$ cat config.mk
export PLATFORM = sky130hd
export DESIGN_NAME = pkt_ingress_top
export DESIGN_NICKNAME = d
export VERILOG_FILES = /design/src/hw/stream_pkg.sv /design/src/hw/stream_reg.sv /design/src/hw/beat_counter.sv /design/src/hw/frame_fsm.sv /design/src/hw/frame_gate.sv /design/src/hw/pkt_ingress_top.sv
export SDC_FILE = /design/constraint.sdc
export NUM_CORES = 1
export LEC_CHECK = 0
export BUFFER_PORTS_ARGS = -buffer_cell sky130_fd_sc_hd__buf_4
export CELL_PAD_IN_SITES_DETAIL_PLACEMENT = 1
export CELL_PAD_IN_SITES_GLOBAL_PLACEMENT = 1
export CORE_UTILIZATION = 30
export CTS_BUF_LIST = sky130_fd_sc_hd__clkbuf_4 sky130_fd_sc_hd__clkbuf_8
export DETAILED_ROUTE_END_ITERATION = 8
export GPL_TIMING_DRIVEN = 0
export PLACE_DENSITY_LB_ADDON = 0.3
export SLEW_MARGIN = 20
export SYNTH_ARGS = -nofsm -noshare
export SYNTH_HDL_FRONTEND = slang
export SYNTH_SLANG_ARGS = --single-unit
export TNS_END_PERCENT = 5
$ cat constraint.sdc
create_clock -name clk -period 4.8 [get_ports clk]
set_clock_uncertainty 0.2 [all_clocks]
set_input_delay 0.72 -clock clk [delete_from_list [all_inputs] [get_ports clk]]
set_output_delay 0.72 -clock clk [all_outputs]
set_load 0.05 [all_outputs]
$ cat src/hw/stream_pkg.sv
`default_nettype none

package stream_pkg;

    // framing state of the ingress path
    typedef enum logic [1:0] {
        IDLE    = 2'd0, // between packets
        PASS    = 2'd1, // inside a packet, forwarding
        DISCARD = 2'd2  // cut packet, dropping up to its last beat
    } frame_state_t;

    // verdict on the beat at the head of the slice
    typedef enum logic [1:0] {
        OP_FWD  = 2'd0, // forward unchanged
        OP_CUT  = 2'd1, // forward with last and full keep
        OP_DROP = 2'd2  // swallow
    } gate_op_t;

endpackage

`default_nettype wire

$ cat src/hw/stream_reg.sv
`default_nettype none

module stream_reg #(
    parameter int TDATA_WIDTH = 32,
    parameter int TUSER_WIDTH = 8,
    parameter int TKEEP_WIDTH = TDATA_WIDTH / 8,
    parameter int MODE        = 0,
    parameter int NUM_LEVELS  = 1
) (
    input  wire                    clk,
    input  wire                    arst_n,
    input  wire                    s_tvalid,
    output logic                   s_tready,
    input  wire                    s_tstart,
    input  wire                    s_tlast,
    input  wire  [TKEEP_WIDTH-1:0] s_tkeep,
    input  wire  [TUSER_WIDTH-1:0] s_tuser,
    input  wire  [TDATA_WIDTH-1:0] s_tdata,
    output logic                   in_reg_tvalid,
    input  wire                    in_reg_tready,
    output logic                   in_reg_tstart,
    output logic                   in_reg_tlast,
    output logic [TKEEP_WIDTH-1:0] in_reg_tkeep,
    output logic [TUSER_WIDTH-1:0] in_reg_tuser,
    output logic [TDATA_WIDTH-1:0] in_reg_tdata
);
    localparam int PW = TUSER_WIDTH + TDATA_WIDTH + TKEEP_WIDTH + 2; // start, last, keep, user, data

    wire          vld [0:NUM_LEVELS]; // index i feeds stage i
    wire          rdy [0:NUM_LEVELS];
    wire [PW-1:0] pay [0:NUM_LEVELS];

    assign vld[0]          = s_tvalid;
    assign pay[0]          = {s_tstart, s_tlast, s_tkeep, s_tuser, s_tdata};
    assign s_tready        = rdy[0];
    assign rdy[NUM_LEVELS] = in_reg_tready;

    for (genvar i = 0; i < NUM_LEVELS; i++) begin : g_stage
        if (MODE == 0) begin : g_skid
            logic          main_vld;
            logic          skid_vld;
            logic          rdy_q;
            logic          main_vld_nxt;
            logic          skid_vld_nxt;
            logic          load_main;
            logic          load_skid;
            logic [PW-1:0] main_dat;
            logic [PW-1:0] skid_dat;

            always_comb begin
                main_vld_nxt = main_vld;
                skid_vld_nxt = skid_vld;
                load_main    = 1'b0;
                load_skid    = 1'b0;
                if (rdy[i+1] || !main_vld) begin
                    main_vld_nxt = skid_vld || (vld[i] && rdy_q); // skid drains first
                    skid_vld_nxt = 1'b0;
                    load_main    = skid_vld || (vld[i] && rdy_q);
                end else if (vld[i] && rdy_q) begin
                    skid_vld_nxt = 1'b1; // main is stalled, park the beat
                    load_skid    = 1'b1;
                end
            end

            always_ff @(posedge clk or negedge arst_n) begin
                if (!arst_n) begin
                    main_vld <= 1'b0;
                    skid_vld <= 1'b0;
                    rdy_q    <= 1'b0;
                end else begin
                    main_vld <= main_vld_nxt;
                    skid_vld <= skid_vld_nxt;
                    rdy_q    <= !skid_vld_nxt; // registered ready
                end
            end

            always_ff @(posedge clk) begin
                if (load_main) begin
                    main_dat <= skid_vld ? skid_dat : pay[i];
                end
                if (load_skid) begin
                    skid_dat <= pay[i];
                end
            end

            assign rdy[i]   = rdy_q;
            assign vld[i+1] = main_vld;
            assign pay[i+1] = main_dat;
        end else begin : g_fwd
            logic          vld_q;
            logic [PW-1:0] dat_q;

            always_ff @(posedge clk or negedge arst_n) begin
                if (!arst_n) begin
                    vld_q <= 1'b0;
                end else if (rdy[i]) begin
                    vld_q <= vld[i];
                end
            end

            always_ff @(posedge clk) begin
                if (vld[i] && rdy[i]) begin
                    dat_q <= pay[i];
                end
            end

            assign rdy[i]   = rdy[i+1] || !vld_q; // ready is combinational here
            assign vld[i+1] = vld_q;
            assign pay[i+1] = dat_q;
        end
    end

    assign in_reg_tvalid = vld[NUM_LEVELS];
    // payload reads zero whenever the head is empty
    assign in_reg_tstart = in_reg_tvalid ? pay[NUM_LEVELS][PW-1] : 1'b0;
    assign in_reg_tlast  = in_reg_tvalid ? pay[NUM_LEVELS][PW-2] : 1'b0;
    assign in_reg_tkeep  = in_reg_tvalid ?
        pay[NUM_LEVELS][PW-3 -: TKEEP_WIDTH] : '0;
    assign in_reg_tuser  = in_reg_tvalid ?
        pay[NUM_LEVELS][TDATA_WIDTH +: TUSER_WIDTH] : '0;
    assign in_reg_tdata  = in_reg_tvalid ? pay[NUM_LEVELS][TDATA_WIDTH-1:0] : '0;

    // a stalled head beat must not change under the consumer
    a_head_stable: assert property (@(posedge clk) disable iff (!arst_n)
        in_reg_tvalid && !in_reg_tready |=> in_reg_tvalid && $stable(pay[NUM_LEVELS]));

endmodule

`default_nettype wire

$ cat src/hw/beat_counter.sv
`default_nettype none

module beat_counter #(
    parameter int MAX_BEATS = 4
) (
    input  wire  clk,
    input  wire  arst_n,
    input  wire  cnt_clear,
    input  wire  cnt_inc,
    output logic at_limit
);
    localparam int CW = $clog2(MAX_BEATS + 1);

    logic [CW-1:0] count; // beats accepted so far in this packet

    always_ff @(posedge clk or negedge arst_n) begin
        if (!arst_n) begin
            count <= '0;
        end else if (cnt_clear) begin
            count <= cnt_inc ? CW'(1) : '0; // start beat counts as the first
        end else if (cnt_inc && count != CW'(MAX_BEATS)) begin
            count <= count + 1'b1; // saturates
        end
    end

    // head beat is number count+1
    assign at_limit = (count == CW'(MAX_BEATS - 1));

    // the framing FSM clears the count on the limit beat before it can reach MAX_BEATS
    a_count_range: assert property (@(posedge clk) disable iff (!arst_n)
        count < MAX_BEATS);

endmodule

`default_nettype wire

$ cat src/hw/frame_fsm.sv
`default_nettype none

module frame_fsm (
    input  wire                  clk,
    input  wire                  arst_n,
    input  wire                  in_reg_tvalid,
    input  wire                  in_reg_tready,
    input  wire                  in_reg_tstart,
    input  wire                  in_reg_tlast,
    input  wire                  at_limit,
    output stream_pkg::gate_op_t beat_op,
    output logic                 cnt_clear,
    output logic                 cnt_inc
);
    stream_pkg::frame_state_t state;
    stream_pkg::frame_state_t state_nxt;
    logic                     xfer;

    assign xfer = in_reg_tvalid && in_reg_tready; // head beat leaves the slice

    always_comb begin
        beat_op   = stream_pkg::OP_DROP;
        state_nxt = state;
        cnt_clear = 1'b0;
        cnt_inc   = 1'b0;
        case (state)
            stream_pkg::IDLE,
            stream_pkg::PASS: begin
                if (in_reg_tstart) begin
                    // opens a packet, and closes one left open
                    beat_op   = stream_pkg::OP_FWD;
                    cnt_clear = xfer;
                    cnt_inc   = xfer && !in_reg_tlast;
                    state_nxt = in_reg_tlast ? stream_pkg::IDLE : stream_pkg::PASS;
                end else if (state == stream_pkg::PASS) begin
                    if (in_reg_tlast) begin
                        beat_op   = stream_pkg::OP_FWD;
                        cnt_clear = xfer;
                        state_nxt = stream_pkg::IDLE;
                    end else if (at_limit) begin
                        beat_op   = stream_pkg::OP_CUT; // too long, close it here
                        cnt_clear = xfer;
                        state_nxt = stream_pkg::DISCARD;
                    end else begin
                        beat_op = stream_pkg::OP_FWD;
                        cnt_inc = xfer;
                    end
                end
                // non-start beat in IDLE is an orphan and stays OP_DROP
            end
            stream_pkg::DISCARD: begin
                if (in_reg_tlast) begin
                    state_nxt = stream_pkg::IDLE; // tail of the cut packet
                end
            end
            default: begin
                state_nxt = stream_pkg::IDLE;
            end
        endcase
    end

    always_ff @(posedge clk or negedge arst_n) begin
        if (!arst_n) begin
            state <= stream_pkg::IDLE;
        end else if (xfer) begin
            state <= state_nxt;
        end
    end

    a_state_legal: assert property (@(posedge clk) disable iff (!arst_n)
        state inside {stream_pkg::IDLE, stream_pkg::PASS, stream_pkg::DISCARD});

endmodule

`default_nettype wire

$ cat src/hw/frame_gate.sv
`default_nettype none

module frame_gate #(
    parameter int TDATA_WIDTH = 32,
    parameter int TUSER_WIDTH = 8,
    parameter int TKEEP_WIDTH = TDATA_WIDTH / 8,
    parameter int CNT_WIDTH   = 16
) (
    input  wire                       clk,
    input  wire                       arst_n,
    input  wire                       in_reg_tvalid,
    output logic                      in_reg_tready,
    input  wire                       in_reg_tlast,
    input  wire     [TKEEP_WIDTH-1:0] in_reg_tkeep,
    input  wire     [TUSER_WIDTH-1:0] in_reg_tuser,
    input  wire     [TDATA_WIDTH-1:0] in_reg_tdata,
    input  wire stream_pkg::gate_op_t beat_op,
    output logic                      m_tvalid,
    input  wire                       m_tready,
    output logic                      m_tlast,
    output logic    [TKEEP_WIDTH-1:0] m_tkeep,
    output logic    [TUSER_WIDTH-1:0] m_tuser,
    output logic    [TDATA_WIDTH-1:0] m_tdata,
    output logic      [CNT_WIDTH-1:0] pkt_count,
    output logic      [CNT_WIDTH-1:0] drop_count
);
    logic can_load;
    logic take;
    logic fwd;
    logic cut;

    assign can_load      = !m_tvalid || m_tready; // output register free next edge
    assign in_reg_tready = can_load || (beat_op == stream_pkg::OP_DROP); // drops never wait
    assign take          = in_reg_tvalid && in_reg_tready;
    assign fwd           = take && (beat_op != stream_pkg::OP_DROP);
    assign cut           = (beat_op == stream_pkg::OP_CUT);

    always_ff @(posedge clk or negedge arst_n) begin
        if (!arst_n) begin
            m_tvalid <= 1'b0;
        end else if (can_load) begin
            m_tvalid <= fwd;
        end
    end

    always_ff @(posedge clk) begin
        if (fwd) begin
            m_tlast <= in_reg_tlast || cut;
            m_tkeep <= cut ? {TKEEP_WIDTH{1'b1}} : in_reg_tkeep;
            m_tuser <= in_reg_tuser;
            m_tdata <= in_reg_tdata;
        end
    end

    // statistics
    always_ff @(posedge clk or negedge arst_n) begin
        if (!arst_n) begin
            pkt_count  <= '0;
            drop_count <= '0;
        end else begin
            if (m_tvalid && m_tready && m_tlast) begin
                pkt_count <= pkt_count + 1'b1; // packet fully handed out
            end
            if (take && !fwd) begin
                drop_count <= drop_count + 1'b1;
            end
        end
    end

    // empty beats must not escape, upstream keep plus cut forcing should cover it
    a_keep_nonzero: assert property (@(posedge clk) disable iff (!arst_n)
        m_tvalid |-> m_tkeep != '0);

endmodule

`default_nettype wire

$ cat src/hw/pkt_ingress_top.sv
`default_nettype none

module pkt_ingress_top #(
    parameter int TDATA_WIDTH = 32,
    parameter int TUSER_WIDTH = 8,
    parameter int TKEEP_WIDTH = TDATA_WIDTH / 8,
    parameter int NUM_LEVELS  = 2,
    parameter int MODE        = 0,
    parameter int MAX_BEATS   = 4,
    parameter int CNT_WIDTH   = 16
) (
    input  wire                    clk,
    input  wire                    arst_n,
    input  wire                    s_tvalid,
    output logic                   s_tready,
    input  wire                    s_tstart,
    input  wire                    s_tlast,
    input  wire  [TKEEP_WIDTH-1:0] s_tkeep,
    input  wire  [TUSER_WIDTH-1:0] s_tuser,
    input  wire  [TDATA_WIDTH-1:0] s_tdata,
    output logic                   m_tvalid,
    input  wire                    m_tready,
    output logic                   m_tlast,
    output logic [TKEEP_WIDTH-1:0] m_tkeep,
    output logic [TUSER_WIDTH-1:0] m_tuser,
    output logic [TDATA_WIDTH-1:0] m_tdata,
    output logic   [CNT_WIDTH-1:0] pkt_count,
    output logic   [CNT_WIDTH-1:0] drop_count
);
    logic                     in_reg_tvalid;
    logic                     in_reg_tready;
    logic                     in_reg_tstart;
    logic                     in_reg_tlast;
    logic   [TKEEP_WIDTH-1:0] in_reg_tkeep;
    logic   [TUSER_WIDTH-1:0] in_reg_tuser;
    logic   [TDATA_WIDTH-1:0] in_reg_tdata;
    stream_pkg::gate_op_t     beat_op;
    logic                     cnt_clear;
    logic                     cnt_inc;
    logic                     at_limit;

    stream_reg #(
        .TDATA_WIDTH (TDATA_WIDTH),
        .TUSER_WIDTH (TUSER_WIDTH),
        .TKEEP_WIDTH (TKEEP_WIDTH),
        .MODE        (MODE),
        .NUM_LEVELS  (NUM_LEVELS)
    ) u_stream_reg (
        .clk           (clk),
        .arst_n        (arst_n),
        .s_tvalid      (s_tvalid),
        .s_tready      (s_tready),
        .s_tstart      (s_tstart),
        .s_tlast       (s_tlast),
        .s_tkeep       (s_tkeep),
        .s_tuser       (s_tuser),
        .s_tdata       (s_tdata),
        .in_reg_tvalid (in_reg_tvalid),
        .in_reg_tready (in_reg_tready),
        .in_reg_tstart (in_reg_tstart),
        .in_reg_tlast  (in_reg_tlast),
        .in_reg_tkeep  (in_reg_tkeep),
        .in_reg_tuser  (in_reg_tuser),
        .in_reg_tdata  (in_reg_tdata)
    );

    frame_fsm u_frame_fsm (
        .clk           (clk),
        .arst_n        (arst_n),
        .in_reg_tvalid (in_reg_tvalid),
        .in_reg_tready (in_reg_tready),
        .in_reg_tstart (in_reg_tstart),
        .in_reg_tlast  (in_reg_tlast),
        .at_limit      (at_limit),
        .beat_op       (beat_op),
        .cnt_clear     (cnt_clear),
        .cnt_inc       (cnt_inc)
    );

    beat_counter #(
        .MAX_BEATS (MAX_BEATS)
    ) u_beat_counter (
        .clk       (clk),
        .arst_n    (arst_n),
        .cnt_clear (cnt_clear),
        .cnt_inc   (cnt_inc),
        .at_limit  (at_limit)
    );

    frame_gate #(
        .TDATA_WIDTH (TDATA_WIDTH),
        .TUSER_WIDTH (TUSER_WIDTH),
        .TKEEP_WIDTH (TKEEP_WIDTH),
        .CNT_WIDTH   (CNT_WIDTH)
    ) u_frame_gate (
        .clk           (clk),
        .arst_n        (arst_n),
        .in_reg_tvalid (in_reg_tvalid),
        .in_reg_tready (in_reg_tready),
        .in_reg_tlast  (in_reg_tlast),
        .in_reg_tkeep  (in_reg_tkeep),
        .in_reg_tuser  (in_reg_tuser),
        .in_reg_tdata  (in_reg_tdata),
        .beat_op       (beat_op),
        .m_tvalid      (m_tvalid),
        .m_tready      (m_tready),
        .m_tlast       (m_tlast),
        .m_tkeep       (m_tkeep),
        .m_tuser       (m_tuser),
        .m_tdata       (m_tdata),
        .pkt_count     (pkt_count),
        .drop_count    (drop_count)
    );

endmodule

`default_nettype wire

==> results of run 1 <==
[worst max-delay path by stage]
stage                                                                       end                               from  slack (ps)
after detailed placement  u_stream_reg.g_stage[1].g_skid.skid_dat[30]$_DFFE_PP_                           m_tready        1560
after global placement     u_stream_reg.g_stage[1].g_skid.main_dat[2]$_DFFE_PP_                           m_tready        -400
after global routing      u_stream_reg.g_stage[1].g_skid.skid_dat[43]$_DFFE_PP_  u_frame_gate.m_tvalid$_DFFE_PN0P_        1860
after CTS                 u_stream_reg.g_stage[1].g_skid.skid_dat[33]$_DFFE_PP_  u_frame_gate.m_tvalid$_DFFE_PN0P_        1950
after floorplan            u_stream_reg.g_stage[1].g_skid.main_dat[0]$_DFFE_PP_                           m_tready        1090
final                     u_stream_reg.g_stage[1].g_skid.skid_dat[33]$_DFFE_PP_  u_frame_gate.m_tvalid$_DFFE_PN0P_        1950
[power breakdown]
group / switching, W / leakage, nW / internal (W) / total, W
combinational: 0.000936 / 1.59 / 0.000446 / 0.00138
clock: 0.000879 / 0.478 / 0.00112 / 0.00200
sequential: 0.000156 / 2.73 / 0.00297 / 0.00312
total: 0.00197 / 4.80 / 0.00453 / 0.00650
[cell families (layout without fill, tap and decap cells)]
| logic type | after synthesis | after routing |
|---|---|---|
| compound gates | 25 | 25 |
| flops | 273 | 273 |
| mux | 94 | 94 |
| buf+inv | 26 | 238 |
| xor+xnor | 30 | 30 |
| simple gates | 128 | 128 |
| fa+ha+maj | 5 | 5 |
[worst reg2reg max path: cells and delay by family (launching register included)]
family | cells | cell delay, ps
and+or+nand+nor | 3 | 1660
DFF | 1 | 410
buffers and inverters | 1 | 180
[metal layers]
layer,up-vias,wire (µm)
met4,0,478
met2,142,9140
met1,2595,8730
met5,-,0
met3,46,1130
li1,2548,-
[layout by cell type, fill, tap and decap left out, types with 9 or more instances in the layout]
cell and instances:
and2_1 41, buf_4 128, clkbuf_1 10, clkbuf_4 20, clkbuf_8 52, dfrtp_1 44
edfxtp_1 229, mux2_2 94, nand2_1 23, nand3_1 13, nand4_1 10, nor2_1 9
xnor2_1 20, xor2_1 10
[area by class of cell]
class | count | area [µm²]
Buffer | 18 | 86.3
Clock buffer | 71 | 852
Clock inverter | 9 | 41.3
Fill cell | 3401 | 20900
Inverter | 8 | 30.0
Multi-Input combinational cell | 282 | 2310
Sequential cell | 273 | 7980
Tap cell | 448 | 561
Timing Repair Buffer | 132 | 1030
[what timing repair did]
action | CTS | global route
hold buffers | 1 | 0
endpoints found under the hold margin | 44 | 0
buffers inserted | 0 | 0
[stage by stage]
step	power, W	setup WS, ps	cells	util, %	TNS, ps
5_1_grt	0.00683	1860	1241	38.2	0
4_1_cts	0.00664	1950	1241	38.2	0
6_report	0.00650	1950	1241	38.2	0
2_1_floorplan	0.00407	1090	581	-	0
3_3_place_gp	0.00454	-396	1157	35.2	-21660
3_5_place_dp	0.00458	1560	1160	35.5	0
[sequential cells by signal, summed over array words and instances, names as in the netlist, 2 cells and up]
register	count
u_frame_fsm.state	2
u_beat_counter.count	3
u_frame_gate.m_tkeep	4
u_stream_reg.g_stage.g_skid.skid_vld	2
u_stream_reg.g_stage.g_skid.main_dat	92
u_frame_gate.pkt_count	16
u_stream_reg.g_stage.g_skid.skid_dat	92
u_frame_gate.m_tdata	32
u_frame_gate.drop_count	16
u_frame_gate.m_tuser	8
==> impl_metrics.json, run 1 <==
{
  "yosysWarnings": 0,
  "setup_violations": 0,
  "synthDistinctLibCells": 44,
  "min-delay-start": "s_tdata[14]",
  "crit_type": "register to register",
  "crit_path_top_delay_cell": "and3_4",
  "p_leak_nw": 4.80,
  "dr.pass1.iters": 4,
  "first_iter_violations": 183,
  "synth_simple_gate_area_share_pct": 7.02,
  "syn_area_um2": 10400,
  "worstHoldEndpoint": "u_stream_reg.g_stage[0].g_skid.skid_dat[14]$_DFFE_PP_",
  "whs_ps": 159,
  "grt_pass1_vias": 5693,
  "crit_chain": "or2b_1 > clkbuf_1 > nor3_1 > and3_4",
  "start_util_pct": 30.7,
  "num_vias": 5331,
  "yosysMostFrequentCell": "edfxtp_1",
  "crit_required_ps": 4750,
  "via_per_inst": 4.30,
  "synth_xor_area_share_pct": 2.53,
  "rows": 67,
  "synthesis.nets": 636,
  "globalplace.congestion": 0.730,
  "postSynth.asyncResetShare_pct": 16.1,
  "cpPeakStageDelay_ps": 770,
  "root_buffer": "clkbuf_8",
  "worstMarginPinSlew_ps": 796,
  "grt_most_used_layer": "met2",
  "ys_seq_area_share_pct": 76.8,
  "ys_seq_elements": 273,
  "max-vdd-ir-drop_mv": 0.222,
  "period_share_pct": 59.5,
  "synth_compound_area_share_pct": 1.70,
  "die_w_um": 188,
  "r2r_cells": 4,
  "ff2ff_setup_slack_ps": 1950,
  "hold_path.class": "input pin to register",
  "port-buffer-count": 128,
  "antenna-diode-count": 0,
  "die_y_um": 188,
  "grtUsageMet2_pct": 18.0,
  "netlist_top_cells_count": "edfxtp_1 (229), mux2_2 (94), dfrtp_1 (44), and2_1 (41), nand2_1 (23)",
  "use_met1_pct": 14.7,
  "syn2layout_area_growth_pct": 24.2,
  "final_antenna_net_count": 0,
  "drive_above_1_share_pct": 40.6,
  "grt_max_degree": 47,
  "rsz0062_at_grt": "false",
  "crit_buf_inv": 1,
  "nets": 817,
  "synth_edf_count": 229,
  "clk_latency_ps": 540,
  "syn_inst": 581,
  "max-clock-path-buffers": 3,
  "num_io_pins": 129,
  "path_max_fanout": 46,
  "maxSlewViolCount": 0,
  "wirelength_mm": 19.5,
  "grtUsageTotal_pct": 11.3,
  "drv_cap": 0,
  "max_freq_mhz": 350,
  "yosys.area.top_type": "edfxtp_1",
  "drc": 0,
  "grt_first_pass_wirelength_mm": 31.4,
  "cts_buffers": 47,
  "die-area_um2": 35400,
  "grt_overflow": 0,
  "cts.sinks": 273,
  "post-dp-hpwl_mm": 13.0,
  "status": "complete, no violations",
  "ys.flop_type": "edfxtp_1",
  "antenna_found_initial": 0,
  "cts_max_level": 2,
  "finalHoldViolCount": 0,
  "maxSlewHeadroom_pct": 46.6,
  "synthMuxAreaShare_pct": 10.2,
  "cts_resized": 0,
  "crit_arrival_ps": 2810,
  "finalCriticalPeriod_ps": 2850,
  "wl_per_cell_um": 15.7,
  "cts_tree": "yes",
  "rr_endpoint": "u_stream_reg.g_stage[1].g_skid.skid_dat[33]$_DFFE_PP_",
  "worst-path-stages": 4,
  "synth_top_family_by_area": "multiplexers",
  "endpoint_kind": "register",
  "yosys.area_share.adder_pct": 0.602,
  "syn_avg_cell_area_um2": 17.9,
  "min_path_cells": 1,
  "stdcell_area_um2": 12900,
  "core_area_um2": 33800,
  "synth_top_area_share_pct": 66.2,
  "p_per_area_nw_per_um2": 504,
  "crit_family": "simple AND/OR/NAND/NOR gates",
  "place_area_um2": 12000,
  "met3_usage_pct": 3.09,
  "reg2reg_from": "u_frame_gate.m_tvalid$_DFFE_PN0P_",
  "cts.reportedPaths.clkPinSlew_ps": 60,
  "start_kind": "register",
  "synth_area_leaders": "edfxtp_1 (66%), dfrtp_1 (11%), mux2_2 (10%)"
}
Power figures use the tool's default switching activity.
==> run 2: changes to the inputs <==
clock period = 2.99 ns   (was 4.8 ns; I/O delays follow)
==> impl_metrics.json, run 2 (synthesis gave the netlist of run 1 again) <==
{
  "place_area_um2": 12000,
  "final_antenna_net_count": 0,
  "root_buffer": "clkbuf_8",
  "power_w": 0.0106,
  "cts.reportedPaths.clkPinSlew_ps": 60,
  "ff2ff_setup_slack_ps": 460,
  "drc": 0,
  "period_share_pct": 84.7,
  "clkPwrFrac_pct": 31.2,
  "max-vdd-ir-drop_mv": 0.359,
  "p_sw_w": 0.00328,
  "rows": 67,
  "crit_required_ps": 2970,
  "cts.sinks": 273,
  "crit_type": "register to register",
  "switching_share_pct": 31.0,
  "grt_pass1_vias": 6117,
  "wl_per_cell_um": 15.4,
  "multi_input_area_um2": 2320,
  "finalCriticalPeriod_ps": 2530,
  "layout_common_cells": "edfxtp_1 (229), buf_4 (128), mux2_2 (94), clkbuf_8 (51), dlygate4sd3_1 (48)",
  "post_cts_buffers": 0,
  "num_vias": 5580,
  "cts_tree": "yes",
  "cts_max_level": 2,
  "status": "complete, no violations",
  "worstMarginPinSlew_ps": 760,
  "drive_above_1_share_pct": 37.9,
  "drv_cap": 0,
  "final_util_pct": 39.7,
  "nets": 867,
  "die_y_um": 188,
  "antenna_found_initial": 1,
  "die-area_um2": 35400,
  "grt_first_pass_wirelength_mm": 32.8,
  "grt_max_degree": 47,
  "globalplace.congestion": 0.727,
  "post-dp-hpwl_mm": 13.1,
  "p_leak_nw": 5.01,
  "rsz0062_at_grt": "false",
  "first_iter_violations": 209,
  "fill_cells": 3373,
  "intPower_w": 0.00731,
  "max_freq_mhz": 395,
  "path_max_fanout": 46,
  "grtUsageTotal_pct": 11.8,
  "syn2layout_area_growth_pct": 29.2,
  "stdcell_area_um2": 13400,
  "setup_violations": 0,
  "maxSlewViolCount": 0,
  "grt_overflow": 0,
  "endpoint_kind": "register",
  "crit_arrival_ps": 2520,
  "final-seq-area_um2": 7980,
  "port-buffer-count": 128,
  "max-clock-path-buffers": 3,
  "place_ws_ps": 37.5,
  "p_comb_share_pct": 21.5,
  "core_area_um2": 33800,
  "finalHoldViolCount": 0,
  "via_per_inst": 4.29,
  "cts_buffers": 50,
  "p_per_area_nw_per_um2": 790,
  "start_util_pct": 30.7,
  "reg.largest.list": "u_stream_reg.g_stage.g_skid.main_dat: 92 flops, u_stream_reg.g_stage.g_skid.skid_dat: 92 flops, u_frame_gate.m_tdata: 32 flops",
  "clk_latency_ps": 580,
  "die_w_um": 188,
  "dr.pass1.iters": 4,
  "p_seq_share_pct": 47.3,
  "maxSlewHeadroom_pct": 49.2,
  "tns_ps": 0,
  "wirelength_mm": 20.0,
  "num_io_pins": 129,
  "hold_path.class": "input pin to register",
  "final_common_cell": "edfxtp_1",
  "start_kind": "register",
  "layout_setup_ws_ps": 457
}
-- run 2: cell types whose count changed in the layout (fill, tap and decap cells not counted), moves of 2 or more --
cell           previous run  this run
clkinv_1                  5        16
clkbuf_4                 20        11
diode_2                   0         2
dlygate4sd3_1             1        48
clkinv_2                  3         8
-- run 2: layout make-up --
cell class	instances	area share [%]
Timing Repair Buffer	179	11.2
Clock inverter	29	1.21
Sequential cell	273	59.5
Multi-Input combinational cell	282	17.3
Tap cell	448	4.18
Antenna cell	2	0.0373
Buffer	18	0.644
Clock buffer	61	5.75
Inverter	8	0.224
-- run 2: through the flow --
step	cells	hold WS (ps)
4_1_cts	1298	30.4
5_1_grt	1299	92.7
2_1_floorplan	581	-47.1
3_3_place_gp	1157	232
6_report	1300	89.5
3_5_place_dp	1160	237
-- run 2: metal layers --
layer	share of wire, %	routed length, µm	up-vias	GRT usage [%]
met2	48	9590	140	19.3
met4	2.4	480	0	4.41
met3	5.9	1180	47	3.54
met1	44	8770	2728	14.6
li1	-	-	2665	-
met5	0	0	-	0
-- run 2: final timing paths --
check / from / endpoint / depth (start not counted)
max: u_frame_gate.m_tvalid$_DFFE_PN0P_ / u_stream_reg.g_stage[1].g_skid.skid_dat[29]$_DFFE_PP_ / 4
max in group asynchronous: arst_n / u_frame_gate.drop_count[5]$_DFFE_PN0P_ / 2
min in group asynchronous: arst_n / u_stream_reg.g_stage[1].g_skid.rdy_q$_DFF_PN0_ / 2
min: m_tready / u_frame_gate.pkt_count[0]$_DFFE_PN0P_ / 3
max reg2reg: u_frame_gate.m_tvalid$_DFFE_PN0P_ / u_stream_reg.g_stage[1].g_skid.skid_dat[29]$_DFFE_PP_ / 4
min reg2reg: u_stream_reg.g_stage[0].g_skid.main_dat[30]$_DFFE_PP_ / u_stream_reg.g_stage[1].g_skid.skid_dat[30]$_DFFE_PP_ / 0
-- run 2: critical path: stages, from the launching register on --
cell and delay (ps):
dfrtp_1 410, or2b_1 240, clkbuf_1 200, nor3_2 380, and3_4 700
-- run 2: what timing repair did --
action                                  4_1_cts  5_1_grt
resized for setup                             0        1
hold endpoints to repair                    137        0
endpoints found under the setup margin        0       12
hold buffers                                 48        0
-- run 2: power groups by stage --
stage / combinational (W) / sequential [W] / clock (W)
2_1_floorplan: 0.000702 / 0.00583 / 0
3_3_place_gp: 0.00218 / 0.00510 / 0
6_report: 0.00228 / 0.00501 / 0.00331
4_1_cts: 0.00232 / 0.00502 / 0.00345
5_1_grt: 0.00244 / 0.00507 / 0.00360
3_5_place_dp: 0.00226 / 0.00509 / 0
